`config.mk`:
```
export PLATFORM = sky130hd
export DESIGN_NAME = core_axi_subsys
export DESIGN_NICKNAME = d
export VERILOG_FILES = /design/src/c2a_pkg.sv /design/src/core2axi_bridge.sv /design/src/axi_port_arbiter.sv /design/src/core_axi_subsys.sv
export VERILOG_INCLUDE_DIRS = /design/src /design/src/include
export SDC_FILE = /design/constraint.sdc
export NUM_CORES = 1
export LEC_CHECK = 0
export ABC_AREA = 1
export BUFFER_PORTS_ARGS = -buffer_cell sky130_fd_sc_hd__buf_4
export CORE_AREA = 5 5 173 175
export DETAILED_ROUTE_END_ITERATION = 7
export DIE_AREA = 0 0 178 180
export GPL_TIMING_DRIVEN = 0
export PLACE_DENSITY_LB_ADDON = 0.05
export SLEW_MARGIN = 20
export SYNTH_ARGS = -nofsm -noshare
export SYNTH_HDL_FRONTEND = slang
export SYNTH_SLANG_ARGS = --single-unit
```
`constraint.sdc`:
```
create_clock -name clk_i -period 2 [get_ports clk_i]
set_input_delay 0.1 -clock clk_i [delete_from_list [all_inputs] [get_ports clk_i]]
set_output_delay 0.1 -clock clk_i [all_outputs]
set_load 0.005 [all_outputs]
```
`src/include/c2a_cfg.svh`:
```
// configuration macros for the core to AXI subsystem
// address width, AXI data and ID widths, memory model size

`ifndef C2A_CFG_SVH
`define C2A_CFG_SVH

// ------------------------------
// bus widths
// ------------------------------

// byte address width, same on core and AXI side
`define C2A_ADDR_WIDTH 32

// shared AXI data bus, 64 or 32 bits
`define C2A_AXI_DATA_WIDTH 64

// id width on the shared port
// msb carries the index of the issuing port
`define C2A_AXI_ID_WIDTH 4

// ------------------------------
// memory model
// ------------------------------
// addresses at or above this size answer with an error
`define C2A_MEM_BYTES 4096

`endif

```
`src/c2a_pkg.sv`:
```
// shared types for the core to AXI subsystem
// width typedefs, core request/response structs
// single-beat AXI channel structs and response codes
// bridge FSM state encoding

`include "c2a_cfg.svh"

package c2a_pkg;

  // ------------------------------
  // vector types
  // ------------------------------
  typedef logic [`C2A_ADDR_WIDTH-1:0]       addr_t;
  typedef logic [31:0]                      word_t;
  typedef logic [3:0]                       be_t;
  typedef logic [`C2A_AXI_DATA_WIDTH-1:0]   axi_data_t;
  typedef logic [`C2A_AXI_DATA_WIDTH/8-1:0] axi_strb_t;
  typedef logic [`C2A_AXI_ID_WIDTH-1:0]     axi_id_t;
  typedef logic [1:0]                       axi_resp_t;

  // axi response codes
  localparam axi_resp_t RESP_OKAY   = 2'b00;
  localparam axi_resp_t RESP_EXOKAY = 2'b01;
  localparam axi_resp_t RESP_SLVERR = 2'b10;
  localparam axi_resp_t RESP_DECERR = 2'b11;

  // axsize for a 4-byte core word
  localparam logic [2:0] AXI_SIZE_WORD = 3'b010;

  // ------------------------------
  // core port
  // ------------------------------
  typedef struct packed {
    addr_t addr;
    logic  we;
    be_t   be;
    word_t wdata;
  } core_req_t;

  // err set when the AXI response was not OKAY
  typedef struct packed {
    word_t rdata;
    logic  err;
  } core_rsp_t;

  // ------------------------------
  // axi channels, single beat only
  // ------------------------------
  typedef struct packed {
    axi_id_t    id;
    addr_t      addr;
    logic [2:0] size;
  } axi_aw_t;

  typedef struct packed {
    axi_id_t    id;
    addr_t      addr;
    logic [2:0] size;
  } axi_ar_t;

  typedef struct packed {
    axi_data_t data;
    axi_strb_t strb;
    logic      last;
  } axi_w_t;

  typedef struct packed {
    axi_id_t   id;
    axi_resp_t resp;
  } axi_b_t;

  typedef struct packed {
    axi_id_t   id;
    axi_data_t data;
    axi_resp_t resp;
    logic      last;
  } axi_r_t;

  // bridge FSM
  typedef enum logic [2:0] {
    BR_IDLE,
    BR_READ_WAIT,
    BR_WRITE_DATA,
    BR_WRITE_ADDR,
    BR_WRITE_WAIT
  } bridge_state_e;

endpackage

```
`src/core2axi_bridge.sv`:
```
// core memory port to single-beat AXI4 bridge
// request/grant/rvalid on the core side, valid/ready on AXI
// FSM issuing AW and W together, either may be accepted first
// read lane select, write data replication and strobe placement
// error flag beside rvalid for non-OKAY responses

`timescale 1ns/10ps

`include "c2a_cfg.svh"

module core2axi_bridge
  import c2a_pkg::*;
#(
  // id put on every AW and AR of this port
  parameter axi_id_t AXI_ID = '0
) (
  input  logic      clk_i,
  input  logic      rst_ni,
  // core side
  input  logic      req_i,
  input  core_req_t core_req_i,
  output logic      gnt_o,
  output logic      rvalid_o,
  output core_rsp_t core_rsp_o,
  // axi write address
  output axi_aw_t   aw_o,
  output logic      aw_valid_o,
  input  logic      aw_ready_i,
  // axi write data
  output axi_w_t    w_o,
  output logic      w_valid_o,
  input  logic      w_ready_i,
  // axi write response
  input  axi_b_t    b_i,
  input  logic      b_valid_i,
  output logic      b_ready_o,
  // axi read address
  output axi_ar_t   ar_o,
  output logic      ar_valid_o,
  input  logic      ar_ready_i,
  // axi read data
  input  axi_r_t    r_i,
  input  logic      r_valid_i,
  output logic      r_ready_o
);

  localparam int unsigned AXI_DW = `C2A_AXI_DATA_WIDTH;
  // number of 32-bit lanes on the AXI data bus
  localparam int unsigned LANES  = AXI_DW / 32;

  bridge_state_e state_q, state_d;

  word_t     rdata;
  axi_strb_t w_strb;
  logic      resp_err;

  // ------------------------------
  // main FSM
  // ------------------------------
  always_comb begin
    state_d    = state_q;
    gnt_o      = 1'b0;
    rvalid_o   = 1'b0;
    aw_valid_o = 1'b0;
    w_valid_o  = 1'b0;
    ar_valid_o = 1'b0;
    b_ready_o  = 1'b0;
    r_ready_o  = 1'b0;

    case (state_q)
      // wait for a core request
      BR_IDLE: begin
        if (req_i) begin
          if (core_req_i.we) begin
            // address and data go out in the same cycle
            aw_valid_o = 1'b1;
            w_valid_o  = 1'b1;
            if (aw_ready_i && w_ready_i) begin
              gnt_o   = 1'b1;
              state_d = BR_WRITE_WAIT;
            end else if (aw_ready_i) begin
              state_d = BR_WRITE_DATA;
            end else if (w_ready_i) begin
              state_d = BR_WRITE_ADDR;
            end
          end else begin
            ar_valid_o = 1'b1;
            if (ar_ready_i) begin
              gnt_o   = 1'b1;
              state_d = BR_READ_WAIT;
            end
          end
        end
      end

      // address taken, data still pending
      BR_WRITE_DATA: begin
        w_valid_o = 1'b1;
        if (w_ready_i) begin
          gnt_o   = 1'b1;
          state_d = BR_WRITE_WAIT;
        end
      end

      // data taken first, address still pending
      BR_WRITE_ADDR: begin
        aw_valid_o = 1'b1;
        if (aw_ready_i) begin
          gnt_o   = 1'b1;
          state_d = BR_WRITE_WAIT;
        end
      end

      // write fully issued, wait for B
      BR_WRITE_WAIT: begin
        b_ready_o = 1'b1;
        if (b_valid_i) begin
          rvalid_o = 1'b1;
          state_d  = BR_IDLE;
        end
      end

      // read issued, wait for the single R beat
      BR_READ_WAIT: begin
        r_ready_o = 1'b1;
        if (r_valid_i) begin
          rvalid_o = 1'b1;
          state_d  = BR_IDLE;
        end
      end

      default: begin
        state_d = BR_IDLE;
      end
    endcase
  end

  always_ff @(posedge clk_i or negedge rst_ni) begin
    if (!rst_ni) begin
      state_q <= BR_IDLE;
    end else begin
      state_q <= state_d;
    end
  end

  // ------------------------------
  // data lane handling
  // ------------------------------
  if (AXI_DW == 32) begin : g_lane_32
    // bus and core word line up directly
    assign rdata  = r_i.data[31:0];
    assign w_strb = core_req_i.be;
  end else begin : g_lane_64
    logic lane_q;

    // word half of the request, sampled when the address goes out
    always_ff @(posedge clk_i) begin
      if (gnt_o) begin
        lane_q <= core_req_i.addr[2];
      end
    end

    assign rdata  = lane_q ? r_i.data[63:32] : r_i.data[31:0];
    // strobes only on the half addressed by bit 2
    assign w_strb = core_req_i.addr[2] ? {core_req_i.be, 4'b0000}
                                       : {4'b0000, core_req_i.be};
  end

  // response code of whichever channel is completing
  assign resp_err = (state_q == BR_WRITE_WAIT) ? (b_i.resp != RESP_OKAY)
                                               : (r_i.resp != RESP_OKAY);

  assign core_rsp_o = '{rdata: rdata, err: resp_err};

  // ------------------------------
  // axi payloads
  // ------------------------------
  assign aw_o = '{id: AXI_ID, addr: core_req_i.addr, size: AXI_SIZE_WORD};
  assign ar_o = '{id: AXI_ID, addr: core_req_i.addr, size: AXI_SIZE_WORD};
  // write word copied onto every lane, strobes pick the live one
  assign w_o  = '{data: {LANES{core_req_i.wdata}}, strb: w_strb, last: 1'b1};

endmodule

```
`src/axi_port_arbiter.sv`:
```
// two-master to one-port AXI arbiter, single beat, no register stage
// round-robin read choice, held from valid until AR handshake
// round-robin write choice, locked until both AW and W have passed
// id msb tagged with the master index, B and R routed back by it

`timescale 1ns/10ps

`include "c2a_cfg.svh"

module axi_port_arbiter
  import c2a_pkg::*;
(
  input  logic    clk_i,
  input  logic    rst_ni,
  // master 0
  input  axi_aw_t m0_aw_i,
  input  logic    m0_aw_valid_i,
  output logic    m0_aw_ready_o,
  input  axi_w_t  m0_w_i,
  input  logic    m0_w_valid_i,
  output logic    m0_w_ready_o,
  input  axi_ar_t m0_ar_i,
  input  logic    m0_ar_valid_i,
  output logic    m0_ar_ready_o,
  output axi_b_t  m0_b_o,
  output logic    m0_b_valid_o,
  input  logic    m0_b_ready_i,
  output axi_r_t  m0_r_o,
  output logic    m0_r_valid_o,
  input  logic    m0_r_ready_i,
  // master 1
  input  axi_aw_t m1_aw_i,
  input  logic    m1_aw_valid_i,
  output logic    m1_aw_ready_o,
  input  axi_w_t  m1_w_i,
  input  logic    m1_w_valid_i,
  output logic    m1_w_ready_o,
  input  axi_ar_t m1_ar_i,
  input  logic    m1_ar_valid_i,
  output logic    m1_ar_ready_o,
  output axi_b_t  m1_b_o,
  output logic    m1_b_valid_o,
  input  logic    m1_b_ready_i,
  output axi_r_t  m1_r_o,
  output logic    m1_r_valid_o,
  input  logic    m1_r_ready_i,
  // shared port
  output axi_aw_t s_aw_o,
  output logic    s_aw_valid_o,
  input  logic    s_aw_ready_i,
  output axi_w_t  s_w_o,
  output logic    s_w_valid_o,
  input  logic    s_w_ready_i,
  output axi_ar_t s_ar_o,
  output logic    s_ar_valid_o,
  input  logic    s_ar_ready_i,
  input  axi_b_t  s_b_i,
  input  logic    s_b_valid_i,
  output logic    s_b_ready_o,
  input  axi_r_t  s_r_i,
  input  logic    s_r_valid_i,
  output logic    s_r_ready_o
);

  localparam int unsigned IDW = `C2A_AXI_ID_WIDTH;

  // read side: priority, hold flag, held winner
  logic rd_prio_q, rd_hold_q, rd_sel_q, rd_sel;
  // write side: priority, lock, held winner, channels already passed
  logic wr_prio_q, wr_lock_q, wr_sel_q, wr_sel;
  logic aw_done_q, w_done_q, aw_fin, w_fin;
  logic b_port, r_port;

  axi_ar_t ar_mux;
  axi_aw_t aw_mux;

  // replace the id msb with a port index
  function automatic axi_id_t tag_id(input logic port, input axi_id_t id);
    tag_id = {port, id[IDW-2:0]};
  endfunction

  // ------------------------------
  // read address
  // ------------------------------
  always_comb begin
    if (rd_hold_q) begin
      rd_sel = rd_sel_q;
    end else if (m0_ar_valid_i && m1_ar_valid_i) begin
      rd_sel = rd_prio_q;
    end else begin
      rd_sel = m1_ar_valid_i;
    end
  end

  assign ar_mux        = rd_sel ? m1_ar_i : m0_ar_i;
  assign s_ar_o        = '{id: tag_id(rd_sel, ar_mux.id), addr: ar_mux.addr, size: ar_mux.size};
  assign s_ar_valid_o  = rd_sel ? m1_ar_valid_i : m0_ar_valid_i;
  assign m0_ar_ready_o = s_ar_ready_i & ~rd_sel;
  assign m1_ar_ready_o = s_ar_ready_i & rd_sel;

  always_ff @(posedge clk_i or negedge rst_ni) begin
    if (!rst_ni) begin
      rd_prio_q <= 1'b0;
      rd_hold_q <= 1'b0;
      rd_sel_q  <= 1'b0;
    end else if (s_ar_valid_o) begin
      if (s_ar_ready_i) begin
        // accepted, the other master goes first next time
        rd_hold_q <= 1'b0;
        rd_prio_q <= ~rd_sel;
      end else begin
        rd_hold_q <= 1'b1;
        rd_sel_q  <= rd_sel;
      end
    end
  end

  // ------------------------------
  // write address and data
  // ------------------------------
  always_comb begin
    if (wr_lock_q) begin
      wr_sel = wr_sel_q;
    end else if ((m0_aw_valid_i | m0_w_valid_i) && (m1_aw_valid_i | m1_w_valid_i)) begin
      wr_sel = wr_prio_q;
    end else begin
      wr_sel = m1_aw_valid_i | m1_w_valid_i;
    end
  end

  assign aw_mux = wr_sel ? m1_aw_i : m0_aw_i;
  assign s_aw_o = '{id: tag_id(wr_sel, aw_mux.id), addr: aw_mux.addr, size: aw_mux.size};
  assign s_w_o  = wr_sel ? m1_w_i : m0_w_i;

  // a channel that already passed stays masked until the lock drops
  assign s_aw_valid_o  = (wr_sel ? m1_aw_valid_i : m0_aw_valid_i) & ~aw_done_q;
  assign s_w_valid_o   = (wr_sel ? m1_w_valid_i : m0_w_valid_i) & ~w_done_q;
  assign m0_aw_ready_o = s_aw_ready_i & ~aw_done_q & ~wr_sel;
  assign m1_aw_ready_o = s_aw_ready_i & ~aw_done_q & wr_sel;
  assign m0_w_ready_o  = s_w_ready_i & ~w_done_q & ~wr_sel;
  assign m1_w_ready_o  = s_w_ready_i & ~w_done_q & wr_sel;

  assign aw_fin = aw_done_q | (s_aw_valid_o & s_aw_ready_i);
  assign w_fin  = w_done_q | (s_w_valid_o & s_w_ready_i);

  always_ff @(posedge clk_i or negedge rst_ni) begin
    if (!rst_ni) begin
      wr_prio_q <= 1'b0;
      wr_lock_q <= 1'b0;
      wr_sel_q  <= 1'b0;
      aw_done_q <= 1'b0;
      w_done_q  <= 1'b0;
    end else if (s_aw_valid_o || s_w_valid_o) begin
      if (aw_fin && w_fin) begin
        // both halves through, release and rotate
        wr_lock_q <= 1'b0;
        aw_done_q <= 1'b0;
        w_done_q  <= 1'b0;
        wr_prio_q <= ~wr_sel;
      end else begin
        wr_lock_q <= 1'b1;
        wr_sel_q  <= wr_sel;
        aw_done_q <= aw_fin;
        w_done_q  <= w_fin;
      end
    end
  end

  // ------------------------------
  // response routing by id msb
  // ------------------------------
  assign b_port       = s_b_i.id[IDW-1];
  assign m0_b_o       = '{id: tag_id(1'b0, s_b_i.id), resp: s_b_i.resp};
  assign m1_b_o       = '{id: tag_id(1'b0, s_b_i.id), resp: s_b_i.resp};
  assign m0_b_valid_o = s_b_valid_i & ~b_port;
  assign m1_b_valid_o = s_b_valid_i & b_port;
  assign s_b_ready_o  = b_port ? m1_b_ready_i : m0_b_ready_i;

  assign r_port       = s_r_i.id[IDW-1];
  assign m0_r_o       = '{id: tag_id(1'b0, s_r_i.id), data: s_r_i.data,
                          resp: s_r_i.resp, last: s_r_i.last};
  assign m1_r_o       = m0_r_o;
  assign m0_r_valid_o = s_r_valid_i & ~r_port;
  assign m1_r_valid_o = s_r_valid_i & r_port;
  assign s_r_ready_o  = r_port ? m1_r_ready_i : m0_r_ready_i;

endmodule

```
`src/core_axi_subsys.sv`:
```
// top level of the core to AXI subsystem
// instruction and data bridges side by side
// arbiter merging both onto one AXI4 master port

`timescale 1ns/10ps

module core_axi_subsys
  import c2a_pkg::*;
(
  input  logic      clk_i,
  input  logic      rst_ni,
  // instruction fetch port
  input  logic      if_req_i,
  input  core_req_t if_req_data_i,
  output logic      if_gnt_o,
  output logic      if_rvalid_o,
  output core_rsp_t if_rsp_o,
  // data port
  input  logic      data_req_i,
  input  core_req_t data_req_data_i,
  output logic      data_gnt_o,
  output logic      data_rvalid_o,
  output core_rsp_t data_rsp_o,
  // axi master port
  output axi_aw_t   axi_aw_o,
  output logic      axi_aw_valid_o,
  input  logic      axi_aw_ready_i,
  output axi_w_t    axi_w_o,
  output logic      axi_w_valid_o,
  input  logic      axi_w_ready_i,
  output axi_ar_t   axi_ar_o,
  output logic      axi_ar_valid_o,
  input  logic      axi_ar_ready_i,
  input  axi_b_t    axi_b_i,
  input  logic      axi_b_valid_i,
  output logic      axi_b_ready_o,
  input  axi_r_t    axi_r_i,
  input  logic      axi_r_valid_i,
  output logic      axi_r_ready_o
);

  // ------------------------------
  // bridge to arbiter channels
  // ------------------------------
  axi_aw_t if_aw, data_aw;
  logic    if_aw_valid, if_aw_ready, data_aw_valid, data_aw_ready;
  axi_w_t  if_w, data_w;
  logic    if_w_valid, if_w_ready, data_w_valid, data_w_ready;
  axi_ar_t if_ar, data_ar;
  logic    if_ar_valid, if_ar_ready, data_ar_valid, data_ar_ready;
  axi_b_t  if_b, data_b;
  logic    if_b_valid, if_b_ready, data_b_valid, data_b_ready;
  axi_r_t  if_r, data_r;
  logic    if_r_valid, if_r_ready, data_r_valid, data_r_ready;

  // instruction side, master 0
  core2axi_bridge #(
    .AXI_ID(axi_id_t'(0))
  ) u_if_bridge (
    .clk_i(clk_i), .rst_ni(rst_ni),
    .req_i(if_req_i), .core_req_i(if_req_data_i), .gnt_o(if_gnt_o),
    .rvalid_o(if_rvalid_o), .core_rsp_o(if_rsp_o),
    .aw_o(if_aw), .aw_valid_o(if_aw_valid), .aw_ready_i(if_aw_ready),
    .w_o(if_w), .w_valid_o(if_w_valid), .w_ready_i(if_w_ready),
    .b_i(if_b), .b_valid_i(if_b_valid), .b_ready_o(if_b_ready),
    .ar_o(if_ar), .ar_valid_o(if_ar_valid), .ar_ready_i(if_ar_ready),
    .r_i(if_r), .r_valid_i(if_r_valid), .r_ready_o(if_r_ready)
  );

  // data side, master 1
  core2axi_bridge #(
    .AXI_ID(axi_id_t'(1))
  ) u_data_bridge (
    .clk_i(clk_i), .rst_ni(rst_ni),
    .req_i(data_req_i), .core_req_i(data_req_data_i), .gnt_o(data_gnt_o),
    .rvalid_o(data_rvalid_o), .core_rsp_o(data_rsp_o),
    .aw_o(data_aw), .aw_valid_o(data_aw_valid), .aw_ready_i(data_aw_ready),
    .w_o(data_w), .w_valid_o(data_w_valid), .w_ready_i(data_w_ready),
    .b_i(data_b), .b_valid_i(data_b_valid), .b_ready_o(data_b_ready),
    .ar_o(data_ar), .ar_valid_o(data_ar_valid), .ar_ready_i(data_ar_ready),
    .r_i(data_r), .r_valid_i(data_r_valid), .r_ready_o(data_r_ready)
  );

  axi_port_arbiter u_arbiter (
    .clk_i(clk_i), .rst_ni(rst_ni),
    .m0_aw_i(if_aw), .m0_aw_valid_i(if_aw_valid), .m0_aw_ready_o(if_aw_ready),
    .m0_w_i(if_w), .m0_w_valid_i(if_w_valid), .m0_w_ready_o(if_w_ready),
    .m0_ar_i(if_ar), .m0_ar_valid_i(if_ar_valid), .m0_ar_ready_o(if_ar_ready),
    .m0_b_o(if_b), .m0_b_valid_o(if_b_valid), .m0_b_ready_i(if_b_ready),
    .m0_r_o(if_r), .m0_r_valid_o(if_r_valid), .m0_r_ready_i(if_r_ready),
    .m1_aw_i(data_aw), .m1_aw_valid_i(data_aw_valid), .m1_aw_ready_o(data_aw_ready),
    .m1_w_i(data_w), .m1_w_valid_i(data_w_valid), .m1_w_ready_o(data_w_ready),
    .m1_ar_i(data_ar), .m1_ar_valid_i(data_ar_valid), .m1_ar_ready_o(data_ar_ready),
    .m1_b_o(data_b), .m1_b_valid_o(data_b_valid), .m1_b_ready_i(data_b_ready),
    .m1_r_o(data_r), .m1_r_valid_o(data_r_valid), .m1_r_ready_i(data_r_ready),
    .s_aw_o(axi_aw_o), .s_aw_valid_o(axi_aw_valid_o), .s_aw_ready_i(axi_aw_ready_i),
    .s_w_o(axi_w_o), .s_w_valid_o(axi_w_valid_o), .s_w_ready_i(axi_w_ready_i),
    .s_ar_o(axi_ar_o), .s_ar_valid_o(axi_ar_valid_o), .s_ar_ready_i(axi_ar_ready_i),
    .s_b_i(axi_b_i), .s_b_valid_i(axi_b_valid_i), .s_b_ready_o(axi_b_ready_o),
    .s_r_i(axi_r_i), .s_r_valid_i(axi_r_valid_i), .s_r_ready_o(axi_r_ready_o)
  );

endmodule

```
# [After elaboration in Yosys (flattened, before gate mapping)]
# Index checks and enable logic that the tools add are counted.
[word_totals] reg_bits=16 word_cells=160
[classes] mux=82 n_eq_ne=22 n_reduce_logical=16 n_bitwise=28
[op_table] operator="$mux W73" count=1
[op_table] operator="$mux W36" count=2
[op_table] operator="$mux W32" count=2
[op_table] operator="$mux W3" count=20
[op_table] operator="$mux W1" count=45
[op_table] operator="$pmux W3 S5" count=2
[op_table] operator="$and A1 B1 Y1" count=16
[op_table] operator="$mux W8" count=2
[op_table] operator="$reduce_and A7 Y1" count=2
[op_table] operator="$eq A3 B2 Y1 const B" count=4
[op_table] operator="$ne A2 B2 Y1 const B" count=6
[op_table] operator="$pmux W1 S2" count=6
[op_table] operator="$ne A5 B2 Y1 const B" count=2
[op_table] operator="$ne A2 B1 Y1 const B" count=4
[op_table] operator="$not A1 Y1" count=8
[op_table] operator="$reduce_and A2 Y1" count=4
[op_table] operator="$eq A3 B1 Y1 const B" count=2
[op_table] operator="$eq A3 B3 Y1 const B" count=2
[op_table] operator="$logic_not A3 Y1" count=2
[op_table] operator="$ne A3 B3 Y1 const B" count=2
[op_table] operator="$pmux W1 S3" count=2
[op_table] operator="$logic_and A1 B1 Y1" count=5
[op_table] operator="$or A1 B1 Y1" count=4
[op_table] operator="$reduce_bool A2 Y1" count=2
[op_table] operator="$logic_or A1 B1 Y1" count=1

# [Depth between registers and ports, before layout]
[logic_depth] word_depth=15 ltp_mapped=15 mapped_depth_nobuf=15

# [Modules after synthesis]
# From an unflattened synthesis, not the netlist that was laid out.
[unflattened] hier_cells=1247 hier_area_um2=7495.9
[modules_own_cells] module="axi_port_arbiter" instances=1 cells_each=721 seq_area_each_um2=200.2 area_each_um2=3624.7
[modules_own_cells] module="core2axi_bridge (u_data_bridge)" instances=1 cells_each=263 seq_area_each_um2=105.1 area_each_um2=1936.9
[modules_own_cells] module="core2axi_bridge (u_if_bridge)" instances=1 cells_each=263 seq_area_each_um2=105.1 area_each_um2=1934.4

# [Worst setup path before layout]
# OpenSTA, ideal clock, no wires.
[synth_timing] path_type="reg-to-reg" from="register u_data_bridge.state_q[1]" to="register u_data_bridge.g_lane_64.lane_q (enable)" stages_incl_launch_ff=11 n_path_buf=1 path_slack_ps=214 setup_ps=327 arrival_ps=1459 synth_period_minus_slack_ps=1786 cell_sequence="dfrtp_1 > nor2_1 > nand3_1 > nand2_1 > nand3_2 > nand2_2 > buf_6 > nand3_1 > nand2_1 > nand4_1 > o211ai_1"
[synth_via] elab_chain_len=12
[synth_lines] item="start: declaration" line_no="core2axi_bridge.sv:51" rtl="bridge_state_e state_q, state_d;"
[synth_lines] item="start signal: assignment" line_no="core2axi_bridge.sv:142" rtl="state_q <= state_d;"
[synth_lines] item="$eq A3 B2 Y1 / $logic_not A3 Y1 (equally long branches)" line_no="core2axi_bridge.sv:70" rtl="case (state_q)"
[synth_lines] item="$pmux W1 S2" line_no="core2axi_bridge.sv:70"
[synth_lines] item="$or A1 B1 Y1" line_no="axi_port_arbiter.sv:124, axi_port_arbiter.sv:127"
[synth_lines] item="$logic_and A1 B1 Y1" line_no="axi_port_arbiter.sv:124" rtl="end else if ((m0_aw_valid_i | m0_w_valid_i) && (m1_aw_valid_i | m1_w_valid_i)) begin"
[synth_lines] item="$mux W1" line_no="axi_port_arbiter.sv:124"
[synth_lines] item="$mux W1" line_no="axi_port_arbiter.sv:122" rtl="if (wr_lock_q) begin"
[synth_lines] item="$and A1 B1 Y1 (on tied branches)" line_no="axi_port_arbiter.sv:139, axi_port_arbiter.sv:141"
[synth_lines] item="$logic_and A1 B1 Y1" line_no="core2axi_bridge.sv:78" rtl="if (aw_ready_i && w_ready_i) begin"
[synth_lines] item="$mux W1" line_no="core2axi_bridge.sv:78"
[synth_lines] item="$mux W1" line_no="core2axi_bridge.sv:74" rtl="if (core_req_i.we) begin"
[synth_lines] item="$mux W1" line_no="core2axi_bridge.sv:73" rtl="if (req_i) begin"
[synth_lines] item="$pmux W1 S3 (*)" line_no="core2axi_bridge.sv:70"
[synth_lines] item="via data_gnt_o" line_no="core_axi_subsys.sv:21" rtl="output logic data_gnt_o,"
[synth_lines] item="end signal: assignment" line_no="core2axi_bridge.sv:159" rtl="lane_q <= core_req_i.addr[2];"
[synth_lines] item="end: declaration" line_no="core2axi_bridge.sv:154" rtl="logic lane_q;"
# The timed path passes the listed nets; every way through them passes the cells marked *.
# A chain may end at the register's enable or synchronous reset.

==> summary.md <==
| Metric | Value |
|---|---|
| Highest fanout seen on the critical path | `10` |
| Number of distinct library cell variants in the gate-level netlist after synthesis | `33` |
| Instance count along the most critical hold path | `1` |
| Final Net Count | `approximately 1400` |
| Main combinational cell family by area after synthesis | `simple AND/OR/NAND/NOR gates` |
| Final HPWL from detailed placement | `roughly 24 mm` |
| Setup repair after global routing missed its margin | `yes` |
| Final-report setup violation count | `95` |
| Xor/xnor share of the synthesized area | `0` |
| Wire length of the first global-routing pass | `39.9 mm` |
| CP Class | `flip-flop to primary output` |
| Number of global-route vias before repair | `~6400` |
| Maximum clock path buffer count | `2` |
| Total core area | `approximately 28000 um^2` |
| Startpoint type of the worst setup path | `flip-flop` |
| Total leakage power | `approximately 5.0 nW` |
| Starting density of the core | `0.129` |
| Count of mapped cells out of synthesis | `roughly 730` |
| Top library cells by usage in the layout, fill and taps aside | `sky130_fd_sc_hd__buf_4 (476), sky130_fd_sc_hd__nand2_1 (181), sky130_fd_sc_hd__inv_1 (106)` |
| Min-delay src | `if_req_data_i[39]` |
| Portion of the post-synthesis area used by sequential elements | `0.112` |
| Cell area after synthesis | `3650 um^2` |
| Status | `finished with violations` |
| Detailed-router iteration count before antenna repair | `4` |
| Biggest area contributors in the synthesized netlist | `sky130_fd_sc_hd__nand2_1 (30%), sky130_fd_sc_hd__o21ai_0 (19%), sky130_fd_sc_hd__inv_1 (11%)` |
| Highest clock frequency the design can meet | `469 MHz` |
| Area overhead of the layout relative to synthesis | `153%` |
| CTS Root Cell | `sky130_fd_sc_hd__clkbuf_16` |
| Cells along the critical path | `nor2_4 > nand2_2 > nand2_2 > nand2_2 > nand3_4 > nand2_8 > buf_8 > buf_12 > buf_12 > nand2_1 > nand2_1 > buf_4 > buf_4` |
| Clock tree from TritonCTS | `yes` |
| Number of antenna violations at the first check in global routing | `0` |
| Die boundary height | `between 150 and 200 um` |
| Hold Slack | `between 60 and 70 ps` |
| Post-layout min period | `2130 ps` |
| Reg clk slew, reported paths | `approximately 50 ps` |
| Antenna-violating nets left | `0` |
| Worst min-delay path category | `input pin to flip-flop` |
| Cell Count Post-Placement | `~1500` |
| Slowest stage cell, crit path | `sky130_fd_sc_hd__dfrtp_2` |
| Number of warnings reported in the yosys synthesis log | `0` |
| # clock sinks | `16` |
| Power Density | `1230 nW/um^2` |
| Worst vdd rail ir drop | `around 0.60 mV` |
| Endpoint of the most critical register-to-register path | `u_data_bridge.g_lane_64.lane_q` |
| Count of unresolved DRC violations after routing | `0` |
| Max-cap violations | `0` |
| Proportion of netlist area held by the largest area contributor | `0.300` |
| Number of buffers created by CTS | `3` |
| Share of cell area taken by muxes after synthesis | `0` |
| Hold violation total from the final report | `0` |
| Setup slack, reg-to-reg | `0 ps` |
| Overall routing resource usage | `0.162` |
| Die area | `32000 um^2` |
| Area fraction in and, or, nand and nor cells after synthesis | `0.384` |
| Overall overflow remaining after global route | `0` |
| Vias per cell | `roughly 3.9` |
| Post-Syn Area per Cell | `between 5 and 6 um^2` |
| Skew final | `around 1.6 ps` |
| Clk_lat worst skew | `approximately 250 ps` |
| Detailed-route via count | `between 6000 and 7000` |
| Share of the synthesized area in compound gates (AO/OA/AOI/OAI) | `0.237` |
| Largest net degree at the start of global routing | `15` |
| Most common cell after layout, fill and taps aside | `sky130_fd_sc_hd__buf_4` |
| Drt wl/cell | `around 18 um` |
| Aggregate routed wire length | `28.5 mm` |
| Area share of fa/ha/maj cells after synthesis | `0` |
| Transition time at the pin with the least slew margin | `628 ps` |
| Final cycle utilization of the critical path | `1.07` |
| Worst setup margin | `-133 ps` |
| DR iter-0 viols | `~240` |
| Largest incremental delay on the critical path | `approximately 450 ps` |
| Critical Path End Type | `primary output` |
| Cell type with the highest aggregate area in the netlist | `sky130_fd_sc_hd__nand2_1` |
| Max H-tree Level | `1` |
| Count of input and output buffers | `roughly 430` |
| Last weighted congestion value of the routability-driven placer | `~0.85` |
| Max Slew Vio Count | `0` |
| Die boundary width | `178 um` |
| Violated checks | `negative setup slack` |
| Antenna Diode Count | `0` |
| PnR Total Power | `between 10 and 15 mW` |
| Worst Reg-to-Reg Cells | `11` |
| Most used cell, CP | `sky130_fd_sc_hd__nand2_2` |
| Source of the worst register-to-register timing path | `u_data_bridge.state_q[1]` |
| Worst hold path endpoint | `u_if_bridge.g_lane_64.lane_q` |
| Top Ports | `450` |
| Fraction of final layout cells with drive strength greater than 1 | `0.615` |
| Number of rows in the core area | `62` |
| Relative slew slack | `0.580` |
| Non-filler cells, final | `~1600` |
| CP required | `about 1900 ps` |
| Yosys reg bits | `16` |
| Data arrival, critical path | `slightly above 2000 ps` |
logic make-up after synthesis:
kind of cell / after synthesis
simple gates: 350
buf+inv: 194
compound gates: 163
other cells: 2
flops: 16
flip-flops by register name, summed over array words and instances (netlist names):
name                            count
u_arbiter.aw_done_q                 1
u_arbiter.rd_hold_q                 1
u_arbiter.rd_prio_q                 1
u_arbiter.rd_sel_q                  1
u_arbiter.w_done_q                  1
u_arbiter.wr_lock_q                 1
u_arbiter.wr_prio_q                 1
u_arbiter.wr_sel_q                  1
u_data_bridge.g_lane_64.lane_q      1
u_data_bridge.state_q               3
u_if_bridge.g_lane_64.lane_q        1
u_if_bridge.state_q                 3
synthesized netlist by cell type:
master,number
sky130_fd_sc_hd__edfxtp_1,2
sky130_fd_sc_hd__o21bai_2,1
sky130_fd_sc_hd__buf_4,52
sky130_fd_sc_hd__nor2_2,1
sky130_fd_sc_hd__o21ai_0,141
sky130_fd_sc_hd__a21boi_0,1
sky130_fd_sc_hd__nor3_4,1
sky130_fd_sc_hd__or2_2,2
sky130_fd_sc_hd__buf_2,9
sky130_fd_sc_hd__and2_1,1
sky130_fd_sc_hd__o32ai_1,5
sky130_fd_sc_hd__nand2_2,5
sky130_fd_sc_hd__conb_1,2
sky130_fd_sc_hd__clkbuf_1,20
sky130_fd_sc_hd__o22ai_1,5
sky130_fd_sc_hd__inv_1,108
sky130_fd_sc_hd__o21bai_1,1
sky130_fd_sc_hd__o221ai_1,1
sky130_fd_sc_hd__nand3_1,20
sky130_fd_sc_hd__o31ai_1,1
sky130_fd_sc_hd__a21oi_1,3
sky130_fd_sc_hd__o211ai_1,2
sky130_fd_sc_hd__dfrtp_1,14
sky130_fd_sc_hd__nand3b_1,2
sky130_fd_sc_hd__nand2_1,292
sky130_fd_sc_hd__nand4_1,5
sky130_fd_sc_hd__inv_2,1
sky130_fd_sc_hd__nor3_1,3
sky130_fd_sc_hd__nand3_2,1
sky130_fd_sc_hd__nor2_1,17
sky130_fd_sc_hd__buf_6,4
sky130_fd_sc_hd__o21ai_1,1
sky130_fd_sc_hd__o21ai_2,1
power by group:
group / internal [mW] / total (mW) / leakage, nW / switching, mW
clock network: 0.266 / 0.409 / 0.0385 / 0.143
logic: 5.44 / 10.3 / 4.79 / 4.87
registers: 0.478 / 0.629 / 0.189 / 0.151
total: 6.19 / 11.4 / 5.02 / 5.16
how the worst max path moves through the flow:
stage,endpoint,cells after the start,from
floorplan,u_data_bridge.g_lane_64.lane_q,10,u_data_bridge.state_q[1]
global placement,axi_aw_o[24],9,u_data_bridge.state_q[0]
detailed placement,axi_aw_o[24],9,u_data_bridge.state_q[0]
CTS,axi_w_o[45],13,u_if_bridge.state_q[2]
global route,axi_w_o[47],13,u_if_bridge.state_q[0]
finish,axi_w_o[47],13,u_if_bridge.state_q[0]
critical path, delay by kind of cell (launching register included):
family	cells	cell delay, ps
buf+inv	5	680
simple gates	8	630
flops	1	450
cell type report:
class                   count  area (um^2)
clock buffers               3         75.1
plain buffers              82          769
multi-input cells         524         3180
well taps                 384          480
repair buffers            472         3890
inverters                 109          417
flip-flops and latches     16          415
clock inverters             1         3.75
fillers                  3199        19100
per-layer routing:
metal	up-vias	wire, um	track usage
met5	-	0	0
met4	0	170	0.0133
met3	10	2440	0.0458
met2	270	15400	0.322
met1	2779	10500	0.173
li1	3176	-	-
metrics by stage:
step | worst slack [ps] | TNS, ps | util | area, um^2
floorplan | 214 | 0 | - | 3690
global placement | -367 | -21420 | 0.261 | 7400
detailed placement | -337 | -20120 | 0.261 | 7400
CTS | -142 | -6340 | 0.299 | 8460
global route | -218 | -17060 | 0.326 | 9230
finish | -133 | -4640 | 0.326 | 9230
timing repair:
item | CTS | global route
hold endpoints to repair | 14 | 0
cloned | 8 | 3
gates resized for setup | 236 | 172
setup buffers | 18 | 12
hold buffers | 1 | 0
endpoints found under the setup margin | 149 | 147
pin swaps | 16 | 23
Power figures use the tool's default switching activity.
